`config.mk`:
```
export PLATFORM = sky130hd
export DESIGN_NAME = biss_master
export DESIGN_NICKNAME = d
export VERILOG_FILES = /design/src/source/biss_frame_pkg.sv /design/src/source/biss_link_pkg.sv /design/src/source/biss_bit_if.sv /design/src/source/biss_crc6.sv /design/src/source/biss_field_capture.sv /design/src/source/biss_frame_check.sv /design/src/source/biss_master.sv /design/src/source/biss_sequencer.sv
export VERILOG_INCLUDE_DIRS = /design/src /design/src/source
export SDC_FILE = /design/constraint.sdc
export NUM_CORES = 1
export LEC_CHECK = 0
export BUFFER_PORTS_ARGS = -buffer_cell sky130_fd_sc_hd__buf_4
export CORE_MARGIN = 8
export CORE_UTILIZATION = 52
export DETAILED_ROUTE_END_ITERATION = 16
export GPL_ROUTABILITY_DRIVEN = 0
export GPL_TIMING_DRIVEN = 0
export PLACE_DENSITY = 0.74
export SLEW_MARGIN = 30
export SYNTH_ARGS = -nofsm -noshare
export SYNTH_HDL_FRONTEND = slang
export SYNTH_SLANG_ARGS = --single-unit
```
`constraint.sdc`:
```
create_clock -name clk -period 2.3 [get_ports clk]
set_input_delay 0.46 -clock clk [delete_from_list [all_inputs] [get_ports clk]]
set_output_delay 0.46 -clock clk [all_outputs]
set_load 0.01 [all_outputs]
```
`src/source/biss_params.svh`:
```
`ifndef BISS_PARAMS_SVH
`define BISS_PARAMS_SVH

//////////////////////////////////////////////////////////////////////
// line timing
//////////////////////////////////////////////////////////////////////

`define BISS_HALF_DIV   50      // sys clocks per MA half period
`define BISS_DIV_BITS   8       // width of the half period counter

//////////////////////////////////////////////////////////////////////
// frame layout
//////////////////////////////////////////////////////////////////////

`define BISS_CDS_BITS   1       // cds bit right after start
`define BISS_POS_BITS   26      // single turn angle
`define BISS_ERR_BITS   2       // error + warning, active low
`define BISS_CRC_BITS   6       // crc sent inverted

// everything sampled after the start bit
`define BISS_DATA_BITS  35

//////////////////////////////////////////////////////////////////////
// crc
//////////////////////////////////////////////////////////////////////

`define BISS_CRC_POLY   6'h03   // x^6 + x + 1, x^6 implied

`endif

```
`src/source/biss_frame_pkg.sv`:
```
`include "biss_params.svh"

// types for the decoded frame contents
package biss_frame_pkg;

  // encoder angle, msb first on the line
  typedef logic [`BISS_POS_BITS-1:0] position_t;

  // error and warning bits as received
  // both active low, 2'b11 means all good
  typedef logic [`BISS_ERR_BITS-1:0] error_t;

  // crc word, true polarity once captured
  typedef logic [`BISS_CRC_BITS-1:0] crc_t;

  // bit number after the start bit
  //   0       cds
  //   1..26   position
  //   27..28  error / warning
  //   29..34  crc
  typedef logic [$clog2(`BISS_DATA_BITS)-1:0] bit_index_t;

endpackage

```
`src/source/biss_link_pkg.sv`:
```
`include "biss_params.svh"

// types for the line protocol side of the master
package biss_link_pkg;

  // frame sequencer states
  typedef enum logic [2:0] {
    seq_idle,   // MA parked high, waiting for request
    seq_ack,    // clocking, waiting for ack low
    seq_start,  // waiting for the start bit
    seq_data,   // cds, position, error, crc
    seq_stop    // MA high again, waiting out the timeout
  } seq_state_t;

  // counts sys clocks inside one MA half period
  typedef logic [`BISS_DIV_BITS-1:0] div_count_t;

endpackage

```
`src/source/biss_bit_if.sv`:
```
`timescale 1ns/100ps

// sampled bit stream from the sequencer
// one producer, two listeners working side by side
interface biss_bit_if;
  import biss_frame_pkg::*;

  logic       bit_strobe;   // one cycle per sampled data bit
  logic       bit_value;    // synced slo level at the MA fall
  bit_index_t bit_index;    // 0 = cds, 34 = last crc bit
  logic       frame_start;  // start bit seen
  logic       frame_end;    // with the strobe of bit 34

  modport sequencer (
    output bit_strobe, bit_value, bit_index, frame_start, frame_end
  );

  // capture only needs the bits themselves
  modport capture (
    input bit_strobe, bit_value, bit_index
  );

  modport crc (
    input bit_strobe, bit_value, bit_index, frame_start, frame_end
  );

endinterface

```
`src/source/biss_crc6.sv`:
```
`timescale 1ns/100ps
`include "biss_params.svh"

module biss_crc6 (
  input  logic             clk,
  input  logic             rst_n,
  biss_bit_if.crc          bits,
  output biss_frame_pkg::crc_t crc_calc
);
  import biss_frame_pkg::*;

  localparam crc_t       crc_poly  = `BISS_CRC_POLY;
  localparam bit_index_t pos_first = bit_index_t'(`BISS_CDS_BITS);
  localparam bit_index_t pos_last  = bit_index_t'(`BISS_CDS_BITS + `BISS_POS_BITS - 1);

  crc_t lfsr;
  logic fb;         // top bit out xor incoming bit
  logic crc_bit;    // this strobe is a position bit

  //////////////////////////////////////////////////////////////////////
  // serial crc-6 msb first from zero
  //////////////////////////////////////////////////////////////////////

  // only the position word is covered
  assign crc_bit = bits.bit_strobe
                   && (bits.bit_index >= pos_first)
                   && (bits.bit_index <= pos_last);

  assign fb = lfsr[`BISS_CRC_BITS-1] ^ bits.bit_value;

  always_ff @(posedge clk or negedge rst_n) begin
    if (!rst_n) begin
      lfsr <= '0;
    end else if (bits.frame_start) begin
      lfsr <= '0;                                   // new frame
    end else if (crc_bit) begin
      lfsr <= {lfsr[`BISS_CRC_BITS-2:0], 1'b0}
              ^ ({`BISS_CRC_BITS{fb}} & crc_poly);  // feedback taps
    end
    // error and crc bits leave it unchanged
  end

  // settled after bit 26 and read at frame end
  assign crc_calc = lfsr;

endmodule

```
`src/source/biss_field_capture.sv`:
```
`timescale 1ns/100ps
`include "biss_params.svh"

module biss_field_capture (
  input  logic                  clk,
  input  logic                  rst_n,
  biss_bit_if.capture           bits,
  output biss_frame_pkg::position_t position,
  output biss_frame_pkg::error_t    error,
  output biss_frame_pkg::crc_t      crc_rx
);
  import biss_frame_pkg::*;

  // index ranges of the fields after the start bit
  localparam bit_index_t pos_first = bit_index_t'(`BISS_CDS_BITS);
  localparam bit_index_t pos_last  = bit_index_t'(`BISS_CDS_BITS + `BISS_POS_BITS - 1);
  localparam bit_index_t err_last  = bit_index_t'(`BISS_CDS_BITS + `BISS_POS_BITS
                                                  + `BISS_ERR_BITS - 1);
  localparam bit_index_t idx_last  = bit_index_t'(`BISS_DATA_BITS - 1);

  logic in_pos;
  logic in_err;
  logic in_crc;

  assign in_pos = (bits.bit_index >= pos_first) && (bits.bit_index <= pos_last);
  assign in_err = (bits.bit_index > pos_last) && (bits.bit_index <= err_last);
  assign in_crc = (bits.bit_index > err_last);

  //////////////////////////////////////////////////////////////////////
  // field shift registers
  //////////////////////////////////////////////////////////////////////

  // every field arrives msb first and is fully refilled each frame,
  // so nothing needs clearing between frames
  always_ff @(posedge clk) begin
    if (bits.bit_strobe) begin
      if (in_pos) begin
        position <= {position[`BISS_POS_BITS-2:0], bits.bit_value};
      end
      if (in_err) begin
        error <= {error[`BISS_ERR_BITS-2:0], bits.bit_value};  // kept active low
      end
      if (in_crc) begin
        crc_rx <= {crc_rx[`BISS_CRC_BITS-2:0], ~bits.bit_value};  // undo line inversion
      end
      // index 0 is cds, dropped
    end
  end

  //////////////////////////////////////////////////////////////////////
  // checks
  //////////////////////////////////////////////////////////////////////

  // sequencer must stop clocking after the last crc bit
  a_index_range: assert property (
    @(posedge clk) disable iff (!rst_n)
    bits.bit_strobe |-> (bits.bit_index <= idx_last)
  ) else $error("bit index %0d past end of frame", bits.bit_index);

endmodule

```
`src/source/biss_frame_check.sv`:
```
`timescale 1ns/100ps

module biss_frame_check (
  input  logic                      clk,
  input  logic                      rst_n,
  input  logic                      frame_end,
  input  biss_frame_pkg::position_t position,
  input  biss_frame_pkg::error_t    error,
  input  biss_frame_pkg::crc_t      crc_rx,
  input  biss_frame_pkg::crc_t      crc_calc,
  output biss_frame_pkg::position_t position_out,
  output biss_frame_pkg::error_t    error_out,
  output biss_frame_pkg::crc_t      crc_out,
  output logic                      crc_err,
  output logic                      frame_done
);

  logic frame_end_q;  // last crc bit now in crc_rx

  //////////////////////////////////////////////////////////////////////
  // result registers
  //////////////////////////////////////////////////////////////////////

  // capture takes bit 34 on the edge after frame_end, wait one more
  always_ff @(posedge clk or negedge rst_n) begin
    if (!rst_n) begin
      frame_end_q  <= 1'b0;
      frame_done   <= 1'b0;
      position_out <= '0;
      error_out    <= '0;
      crc_out      <= '0;
      crc_err      <= 1'b0;
    end else begin
      frame_end_q <= frame_end;
      frame_done  <= frame_end_q;             // single pulse per frame
      if (frame_end_q) begin
        position_out <= position;
        error_out    <= error;
        crc_out      <= crc_rx;
        crc_err      <= (crc_rx != crc_calc);  // held until next frame
      end
    end
  end

  // frames are far apart, back to back done means a stuck end
  a_done_pulse: assert property (
    @(posedge clk) disable iff (!rst_n)
    frame_done |=> !frame_done
  ) else $error("frame_done high two cycles in a row");

endmodule

```
`src/source/biss_master.sv`:
```
`timescale 1ns/100ps

module biss_master (
  input  logic                      clk,
  input  logic                      rst_n,
  input  logic                      request,
  input  logic                      slo,
  output logic                      ma,
  output logic                      busy,
  output logic                      frame_done,
  output logic                      crc_err,
  output biss_frame_pkg::position_t position,
  output biss_frame_pkg::error_t    error,
  output biss_frame_pkg::crc_t      crc_data
);
  import biss_frame_pkg::*;

  position_t cap_position;  // live shift registers
  error_t    cap_error;
  crc_t      cap_crc_rx;
  crc_t      crc_calc;

  biss_bit_if bit_bus ();

  biss_sequencer u_sequencer (
    .clk     (clk),
    .rst_n   (rst_n),
    .request (request),
    .slo     (slo),
    .ma      (ma),
    .busy    (busy),
    .bits    (bit_bus.sequencer)
  );

  biss_field_capture u_capture (
    .clk      (clk),
    .rst_n    (rst_n),
    .bits     (bit_bus.capture),
    .position (cap_position),
    .error    (cap_error),
    .crc_rx   (cap_crc_rx)
  );

  biss_crc6 u_crc6 (
    .clk      (clk),
    .rst_n    (rst_n),
    .bits     (bit_bus.crc),
    .crc_calc (crc_calc)
  );

  biss_frame_check u_check (
    .clk          (clk),
    .rst_n        (rst_n),
    .frame_end    (bit_bus.frame_end),
    .position     (cap_position),
    .error        (cap_error),
    .crc_rx       (cap_crc_rx),
    .crc_calc     (crc_calc),
    .position_out (position),
    .error_out    (error),
    .crc_out      (crc_data),
    .crc_err      (crc_err),
    .frame_done   (frame_done)
  );

endmodule

```
`src/source/biss_sequencer.sv`:
```
`timescale 1ns/100ps
`include "biss_params.svh"

module biss_sequencer (
  input  logic          clk,
  input  logic          rst_n,
  input  logic          request,  // single cycle pulse ignored unless idle
  input  logic          slo,      // async encoder data line
  output logic          ma,       // encoder clock line idling high
  output logic          busy,
  biss_bit_if.sequencer bits
);
  import biss_frame_pkg::*;
  import biss_link_pkg::*;

  localparam div_count_t div_last = div_count_t'(`BISS_HALF_DIV - 1);
  localparam bit_index_t idx_last = bit_index_t'(`BISS_DATA_BITS - 1);

  seq_state_t state;
  seq_state_t state_nxt;
  div_count_t div_cnt;      // position inside the half period
  bit_index_t idx_cnt;      // next data bit to be sampled
  logic [1:0] slo_sync;     // [1] is the synced level
  logic       slo_prev;     // for the timeout release edge
  logic       div_run;
  logic       div_tick;
  logic       ma_fall;
  logic       slo_rise;

  //////////////////////////////////////////////////////////////////////
  // slo synchronizer
  //////////////////////////////////////////////////////////////////////

  // line idles high so reset to 1 and avoid a fake rise
  always_ff @(posedge clk or negedge rst_n) begin
    if (!rst_n) begin
      slo_sync <= 2'b11;
      slo_prev <= 1'b1;
    end else begin
      slo_sync <= {slo_sync[0], slo};
      slo_prev <= slo_sync[1];
    end
  end

  assign slo_rise = slo_sync[1] & ~slo_prev;  // encoder timeout over

  //////////////////////////////////////////////////////////////////////
  // MA clock
  //////////////////////////////////////////////////////////////////////

  assign div_run  = (state != seq_idle) && (state != seq_stop);
  assign div_tick = (div_cnt == div_last);
  assign ma_fall  = div_run && div_tick && ma;  // MA about to go low

  always_ff @(posedge clk or negedge rst_n) begin
    if (!rst_n) begin
      div_cnt <= '0;
      ma      <= 1'b1;
    end else if (!div_run) begin
      div_cnt <= '0;
      ma      <= 1'b1;                          // park high
    end else if (div_tick) begin
      div_cnt <= '0;
      ma      <= ~ma;
    end else begin
      div_cnt <= div_cnt + 1'b1;
    end
  end

  //////////////////////////////////////////////////////////////////////
  // frame FSM
  //////////////////////////////////////////////////////////////////////

  // all line samples taken on the synced level at the MA fall
  always_comb begin
    state_nxt = state;
    case (state)
      seq_idle:  if (request) state_nxt = seq_ack;
      seq_ack:   if (ma_fall && !slo_sync[1]) state_nxt = seq_start;
      seq_start: if (ma_fall && slo_sync[1]) state_nxt = seq_data;
      seq_data:  if (ma_fall && idx_cnt == idx_last) state_nxt = seq_stop;
      seq_stop:  if (slo_rise) state_nxt = seq_idle;
      default:   state_nxt = seq_idle;
    endcase
  end

  always_ff @(posedge clk or negedge rst_n) begin
    if (!rst_n) begin
      state            <= seq_idle;
      idx_cnt          <= '0;
      bits.bit_strobe  <= 1'b0;
      bits.frame_start <= 1'b0;
      bits.frame_end   <= 1'b0;
    end else begin
      state            <= state_nxt;
      bits.bit_strobe  <= (state == seq_data) && ma_fall;
      bits.frame_start <= (state == seq_start) && ma_fall && slo_sync[1];
      bits.frame_end   <= (state == seq_data) && ma_fall && (idx_cnt == idx_last);
      if (state == seq_start) begin
        idx_cnt <= '0;                          // cds comes first
      end else if (state == seq_data && ma_fall) begin
        idx_cnt <= idx_cnt + 1'b1;
      end
    end
  end

  // payload taken at every MA fall and read only with the strobe
  always_ff @(posedge clk) begin
    if (ma_fall) begin
      bits.bit_value <= slo_sync[1];
      bits.bit_index <= idx_cnt;
    end
  end

  assign busy = (state != seq_idle);

  //////////////////////////////////////////////////////////////////////
  // checks
  //////////////////////////////////////////////////////////////////////

  // strobe is registered so the last one already sees seq_stop with frame_end
  a_strobe_in_data: assert property (
    @(posedge clk) disable iff (!rst_n)
    bits.bit_strobe |-> (state == seq_data) || (state == seq_stop && bits.frame_end)
  ) else $error("bit strobe outside of data phase");

  a_ma_idle_high: assert property (
    @(posedge clk) disable iff (!rst_n)
    (state == seq_idle) |-> ma
  ) else $error("MA low while idle");

endmodule
```
==> metrics.cfg, run 1 <==
[sta]
period_share_pct = 87.0
final-hold-violation-count = 0
worst_pin_slew_ns = 0.589
setup_viol_count_final = 0
setup_slack_ns = 0.298
period_minus_slack_ns = 2.00
max_freq_mhz = 500
drv_slew = 0
maxSlewHeadroom_pct = 60.7
whs_ns = 0.193
rsz0062_at_grt = no
finalClockSkew_ns = 0.0107

[clocking]
cts_buffers = 9
clock_path_buffers = 2
ctsResizeCount = 0
cts_tree = done
ctsHoldBuffers = 0
clk_pin_slew_ns = 0.11
cts_setup_buffers = 0
htreeDepth = 3
root_buffer = clkbuf_8
worstSkewPairLatency_ns = 0.37
clock_sinks = 108

[logic_synthesis]
syn_nets = 288
synthArstFlopShare_pct = 62.0
ys_ff_latch = 108
synthFlopType = dfrtp_1
ys_seq_area_share_pct = 69.2
synth_top_area_share_pct = 37.5
synth_edf_count = 41
syn_area_per_cell_sq_um = 15.0
synth_area_leaders = dfrtp_1 37%, edfxtp_1 29%, mux2_2 9.6%, dfstp_2 2.5%, nor2_1 1.8%
synth_top_cells_by_count = 63 x dfrtp_1, 41 x edfxtp_1, 36 x mux2_2
yosysMostFrequentCell = dfrtp_1
syn_area_sq_mm = 0.00421
yosysWarnings = 0
synthCells = 280
post_synth_num_cell_types = 49
yosysTopAreaCell = dfrtp_1

[power]
ir_drop_mv = 0.375
power_frac_comb_pct = 1.1
swShare_pct = 23.0
p_clk_share_pct = 35.9
power_mw = 3.16
internal_power_mw = 2.43
p_sw_mw = 0.729
leakagePower_nw = 2.14
pwr_density_cell_mw_per_mm2 = 643
p_seq_share_pct = 63.0

[detailed_routing]
num_vias = 2341
drc_errors = 0
drt_iter0_drc = 61
finalWirelength_um = 7040
dr.pass1.iters = 4
ant_nets = 0
wl_per_cell_um = 15.8
via_per_inst = 5.25

[setup_path]
timing.rr.start = u_sequencer.div_cnt[1]
critPathLaunchType = register
critPathArrivalTime_ns = 1.54
path_cells = buf_6 -> clkbuf_8 -> or3_1 -> buf_4
path_class = reg2out
r2r_cells = 5
crit_fanout = 10
startpoint = u_sequencer.state[0]
cp_slowest_cell = dfrtp_1
cpPeakStageDelay_ns = 0.39
crit_path_end_kind = output port
r2r_end = u_sequencer.bits.bit_index[1]
ff2ff_setup_slack_ns = 0.37
crit_required_ns = 1.84

[place]
dp_slack_ns = 0.388
hpwlAfterDp_um = 4870
dpl_cell_area_sq_mm = 0.00468
dp.cells = 428
port_buffers = 41

[final_layout]
antenna_cells = 0
areaGrowthSynthToFinish_pct = 17.0
final_cells = 446
final_net_count = 344
stdcell_area_sq_mm = 0.00492
drive_above_1_share_pct = 34.0

[global_routing]
antenna_found_initial = 0
grt_use_total_pct = 13.0
grt.overflow.total = 0
grt_pass1_wl_um = 11700
grt_pass1_vias = 2363
grt_max_degree = 68

[floorplan]
core_area_sq_mm = 0.00801
fp.dieH_um = 106
num_io_pins = 42
row_count = 33
chipWidth_um = 106
start_util_pct = 52.5
dieArea_sq_mm = 0.0112

[outcome]
status = complete, no violations

[hold_path]
min_to = u_sequencer.slo_sync[0]
hp-start = slo
holdPathStages = 1
hp-class = in2reg

[run]
maxCapViolCount = 0

## state kept, by name, summed over array words and instances (netlist names), 2 cells and up
| signal | count |
|---|---|
| u_capture.crc_rx | 6 |
| u_capture.error | 2 |
| u_capture.position | 26 |
| u_check.crc_out | 6 |
| u_check.error_out | 2 |
| u_check.position_out | 26 |
| u_crc6.crc_calc | 6 |
| u_sequencer.bits.bit_index | 6 |
| u_sequencer.div_cnt | 8 |
| u_sequencer.idx_cnt | 6 |
| u_sequencer.slo_sync | 2 |
| u_sequencer.state | 3 |
## kinds of logic (layout without fill, tap and decap cells)
logic type | count (synthesis) | count (layout) | synth area share [%]
flops | 108 | 108 | 69.2
xor+xnor | 14 | 14 | 2.91
fa+ha+maj | 4 | 4 | 1.19
simple gates | 80 | 80 | 10.7
buf+inv | 14 | 75 | 1.84
mux | 42 | 42 | 11.1
compound gates | 18 | 18 | 3.00
## final cells by class
class                   instances  area, sq um
clock inverters                 7         78.8
fillers                       628         3090
clock buffers                   9          124
plain buffers                   9         58.8
flip-flops and latches        108         2910
well taps                     105          131
repair buffers                 45          375
multi-input cells             158         1220
inverters                       5         18.8
## worst max-delay path by stage
stage | end | slack, ns | depth (start not counted)
detailed placement | u_sequencer.bits.bit_index[1] | 0.39 | 5
global route | busy | 0.25 | 4
CTS | busy | 0.29 | 4
finish | busy | 0.30 | 4
floorplan | u_crc6.crc_calc[0] | 0.27 | 4
global placement | u_crc6.crc_calc[0] | -0.13 | 4
## power groups by stage
stage / Sequential, mW / Clock [mW] / Combinational [mW]
after global placement: 2.03 / 0 / 0.0302
after CTS: 1.99 / 1.16 / 0.0302
after global routing: 1.99 / 1.24 / 0.0422
final: 1.99 / 1.14 / 0.0354
after floorplan: 2.03 / 0 / 0.00229
after detailed placement: 2.03 / 0 / 0.0303
## worst max-delay path: cells and delay by family (launching register included)
kind	cells	cell delay [ns]
flip-flops	1	0.39
buffers and inverters	3	0.45
AND/OR/NAND/NOR	1	0.34
## layer usage
layer / track usage [%] / share of wire [%] / up-vias
li1: - / - / 1112
met1: 16.7 / 47 / 1164
met2: 19.7 / 46 / 56
met3: 4.60 / 5.8 / 9
met4: 5.13 / 1.4 / 0
met5: 0 / 0 / -
## stage by stage
stage / TNS [ns] / utilization (%)
6_report: 0 / 61.4
2_1_floorplan: 0 / -
3_3_place_gp: -0.135 / 58.1
4_1_cts: 0 / 61.0
3_5_place_dp: 0 / 58.5
5_1_grt: 0 / 61.4
## layout by cell type, fill, tap and decap left out, types with 2 or more instances in the layout
master and count:
a41oi_1 2, or3_1 2, nor4_1 2, nand2b_1 5, buf_8 2, mux2i_1 6
xnor2_1 7, and3_1 4, and4b_1 2, o22ai_1 2, and3_2 2, dfstp_2 4
edfxtp_1 41, nand3_1 12, dfrtp_1 63, buf_4 42, xor2_1 7, nor2_1 20
buf_1 3, buf_2 2, inv_1 5, ha_1 4, o21ai_0 2, mux2_2 36
clkinv_8 2, inv_6 3, nand2_1 16, o211ai_1 2, clkbuf_8 10, a21oi_1 4
nor2b_1 2
Power figures use the tool's default switching activity.
==> inputs of run 2 (changes only) <==
Settings changed: CELL_PAD_IN_SITES_DETAIL_PLACEMENT from default to 1, CELL_PAD_IN_SITES_GLOBAL_PLACEMENT from default to 2, CORE_UTILIZATION 52 to 38, PLACE_DENSITY 0.74 to default, PLACE_DENSITY_LB_ADDON from default to 0.1.
==> run 2 against run 1 <==
Against the previous run:
- sequential power barely moved
- design area rose by 0.23%
- clock power rose by 4%
- via count rose by 0.51%
- critical endpoint unchanged
==> metrics.cfg, run 2 (synthesis gave the netlist of run 1 again) <==
[outcome]
status = complete, no violations

[clocking]
cts_buffers = 9  ; unchanged
worstSkewPairLatency_ns = 0.37  ; about the same
clock_sinks = 108  ; unchanged
cts_setup_buffers = 0  ; unchanged
cts_tree = done
clk_pin_slew_ns = 0.11  ; about the same
ctsHoldBuffers = 0  ; unchanged
ctsResizeCount = 0  ; unchanged
clock_path_buffers = 2  ; unchanged
htreeDepth = 3  ; unchanged
root_buffer = clkbuf_8

[run]
maxCapViolCount = 0  ; unchanged

[final_layout]
largest_registers = u_capture.position: 26 flops, u_check.position_out: 26 flops, u_sequencer.div_cnt: 8 flops
antenna_cells = 0  ; unchanged
layout_commonest_cell = dfrtp_1
fin_util_pct = 45.5  ; -16 points
areaGrowthSynthToFinish_pct = 17.3
final_net_count = 342  ; -0.58%
final_cells = 479  ; +7.4%
drive_above_1_share_pct = 33.9  ; -0.094 points
num-fill-cells = 1108  ; +76%
stdcell_area_sq_mm = 0.00493  ; +0.23%
layout_common_cells = 63 x dfrtp_1, 41 x buf_4, 41 x edfxtp_1

[floorplan]
core_area_sq_mm = 0.0108  ; +35%
row_count = 38  ; +15%
fp.dieH_um = 121  ; +14%
start_util_pct = 38.8  ; -14 points
num_io_pins = 42  ; unchanged
chipWidth_um = 121  ; +14%
dieArea_sq_mm = 0.0147  ; +31%

[setup_path]
critPathArrivalTime_ns = 1.54  ; about the same
crit_required_ns = 1.84  ; about the same
cp_slowest_cell = dfrtp_1
crit_fanout = 10  ; unchanged
r2r_cells = 5  ; unchanged
cpPeakStageDelay_ns = 0.39  ; about the same
path_cells = buf_6 -> clkbuf_8 -> or3_1 -> buf_4
critPathLaunchType = register
crit_path_end_kind = output port
path_class = reg2out

[sta]
whs_ns = 0.0786  ; -0.115 ns
setup_viol_count_final = 0  ; unchanged
drv_slew = 0  ; unchanged
setup_slack_ns = 0.305  ; +0.00654 ns
max_freq_mhz = 501  ; +0.33%
finalClockSkew_ns = 0.0144  ; +0.00370 ns
rsz0062_at_grt = no
maxSlewHeadroom_pct = 55.6  ; -5.1 points
period_minus_slack_ns = 2.00  ; -0.00653 ns
period_share_pct = 86.8  ; -0.28 points
tns_ns = 0  ; unchanged
final-hold-violation-count = 0  ; unchanged
worst_pin_slew_ns = 0.666  ; +0.0763 ns

[detailed_routing]
drt_iter0_drc = 56  ; -8.2%
drc_errors = 0  ; unchanged
finalWirelength_um = 8170  ; +16%
wl_per_cell_um = 17.0  ; +8.0%
num_vias = 2353  ; +0.51%
via_per_inst = 4.91  ; -6.4%
ant_nets = 0  ; unchanged
dr.pass1.iters = 4  ; unchanged

[place]
dpl_cell_area_sq_mm = 0.00473  ; +0.94%
dp_slack_ns = 0.322  ; -0.0659 ns
port_buffers = 41  ; unchanged
hpwlAfterDp_um = 5660  ; +16%
dp.cells = 463  ; +8.2%

[power]
leakagePower_nw = 2.12  ; -0.96%
pwr_density_cell_mw_per_mm2 = 650  ; +1.2%
power_mw = 3.21  ; +1.4%
ir_drop_mv = 0.349  ; -7.0%

[hold_path]
hp-class = in2async

[global_routing]
grt_pass1_vias = 2605  ; +10%
grt_pass1_wl_um = 14100  ; +20%
antenna_found_initial = 0  ; unchanged
grt.overflow.total = 0  ; unchanged
grt_max_degree = 68  ; unchanged
grt_use_total_pct = 12.2  ; -0.79 points

==> run 2: cell type report <==
cell class                      instances  area (sq um)  share of cell area, %
Sequential cell                       108          2910                   59.0
Multi-Input combinational cell        158          1220                   24.8
Timing Repair Buffer                   43           342                   6.92
Tap cell                              140           175                   3.55
Clock buffer                            9           124                   2.51
Clock inverter                          7          80.1                   1.62
Buffer                                  9          58.8                   1.19
Inverter                                5          18.8                  0.380
==> run 2: per-layer routing <==
metal	vias to the layer above	routed length, um	track usage, %
li1	1112	-	-
met1	1195	3800	15.6
met2	38	3900	19.7
met3	8	349	2.47
met4	0	112	5.55
met5	-	0	0
==> run 2: worst paths after layout <==
path                                                 end  slack (ns)                       start
hold reg to reg                      u_check.frame_end_q        0.36  u_sequencer.bits.frame_end
min in group clk                 u_sequencer.slo_sync[0]        0.20                         slo
hold / removal                           u_check.crc_err        0.08                       rst_n
setup reg to reg           u_sequencer.bits.bit_index[5]        0.33      u_sequencer.div_cnt[1]
setup / recovery                                    busy        0.30        u_sequencer.state[0]
max in group asynchronous           u_sequencer.state[1]        1.76                       rst_n
==> run 2: power breakdown <==
part | switching, mW | internal, mW
combinational | 0.0244 | 0.00525
clock | 0.667 | 0.519
sequential | 0.00201 | 1.99
==> run 2: critical path, delay by kind of cell, from the launching register on <==
| kind | cells | cell delay, ns |
|---|---|---|
| buf+inv | 3 | 0.45 |
| flops | 1 | 0.39 |
| simple gates | 1 | 0.34 |
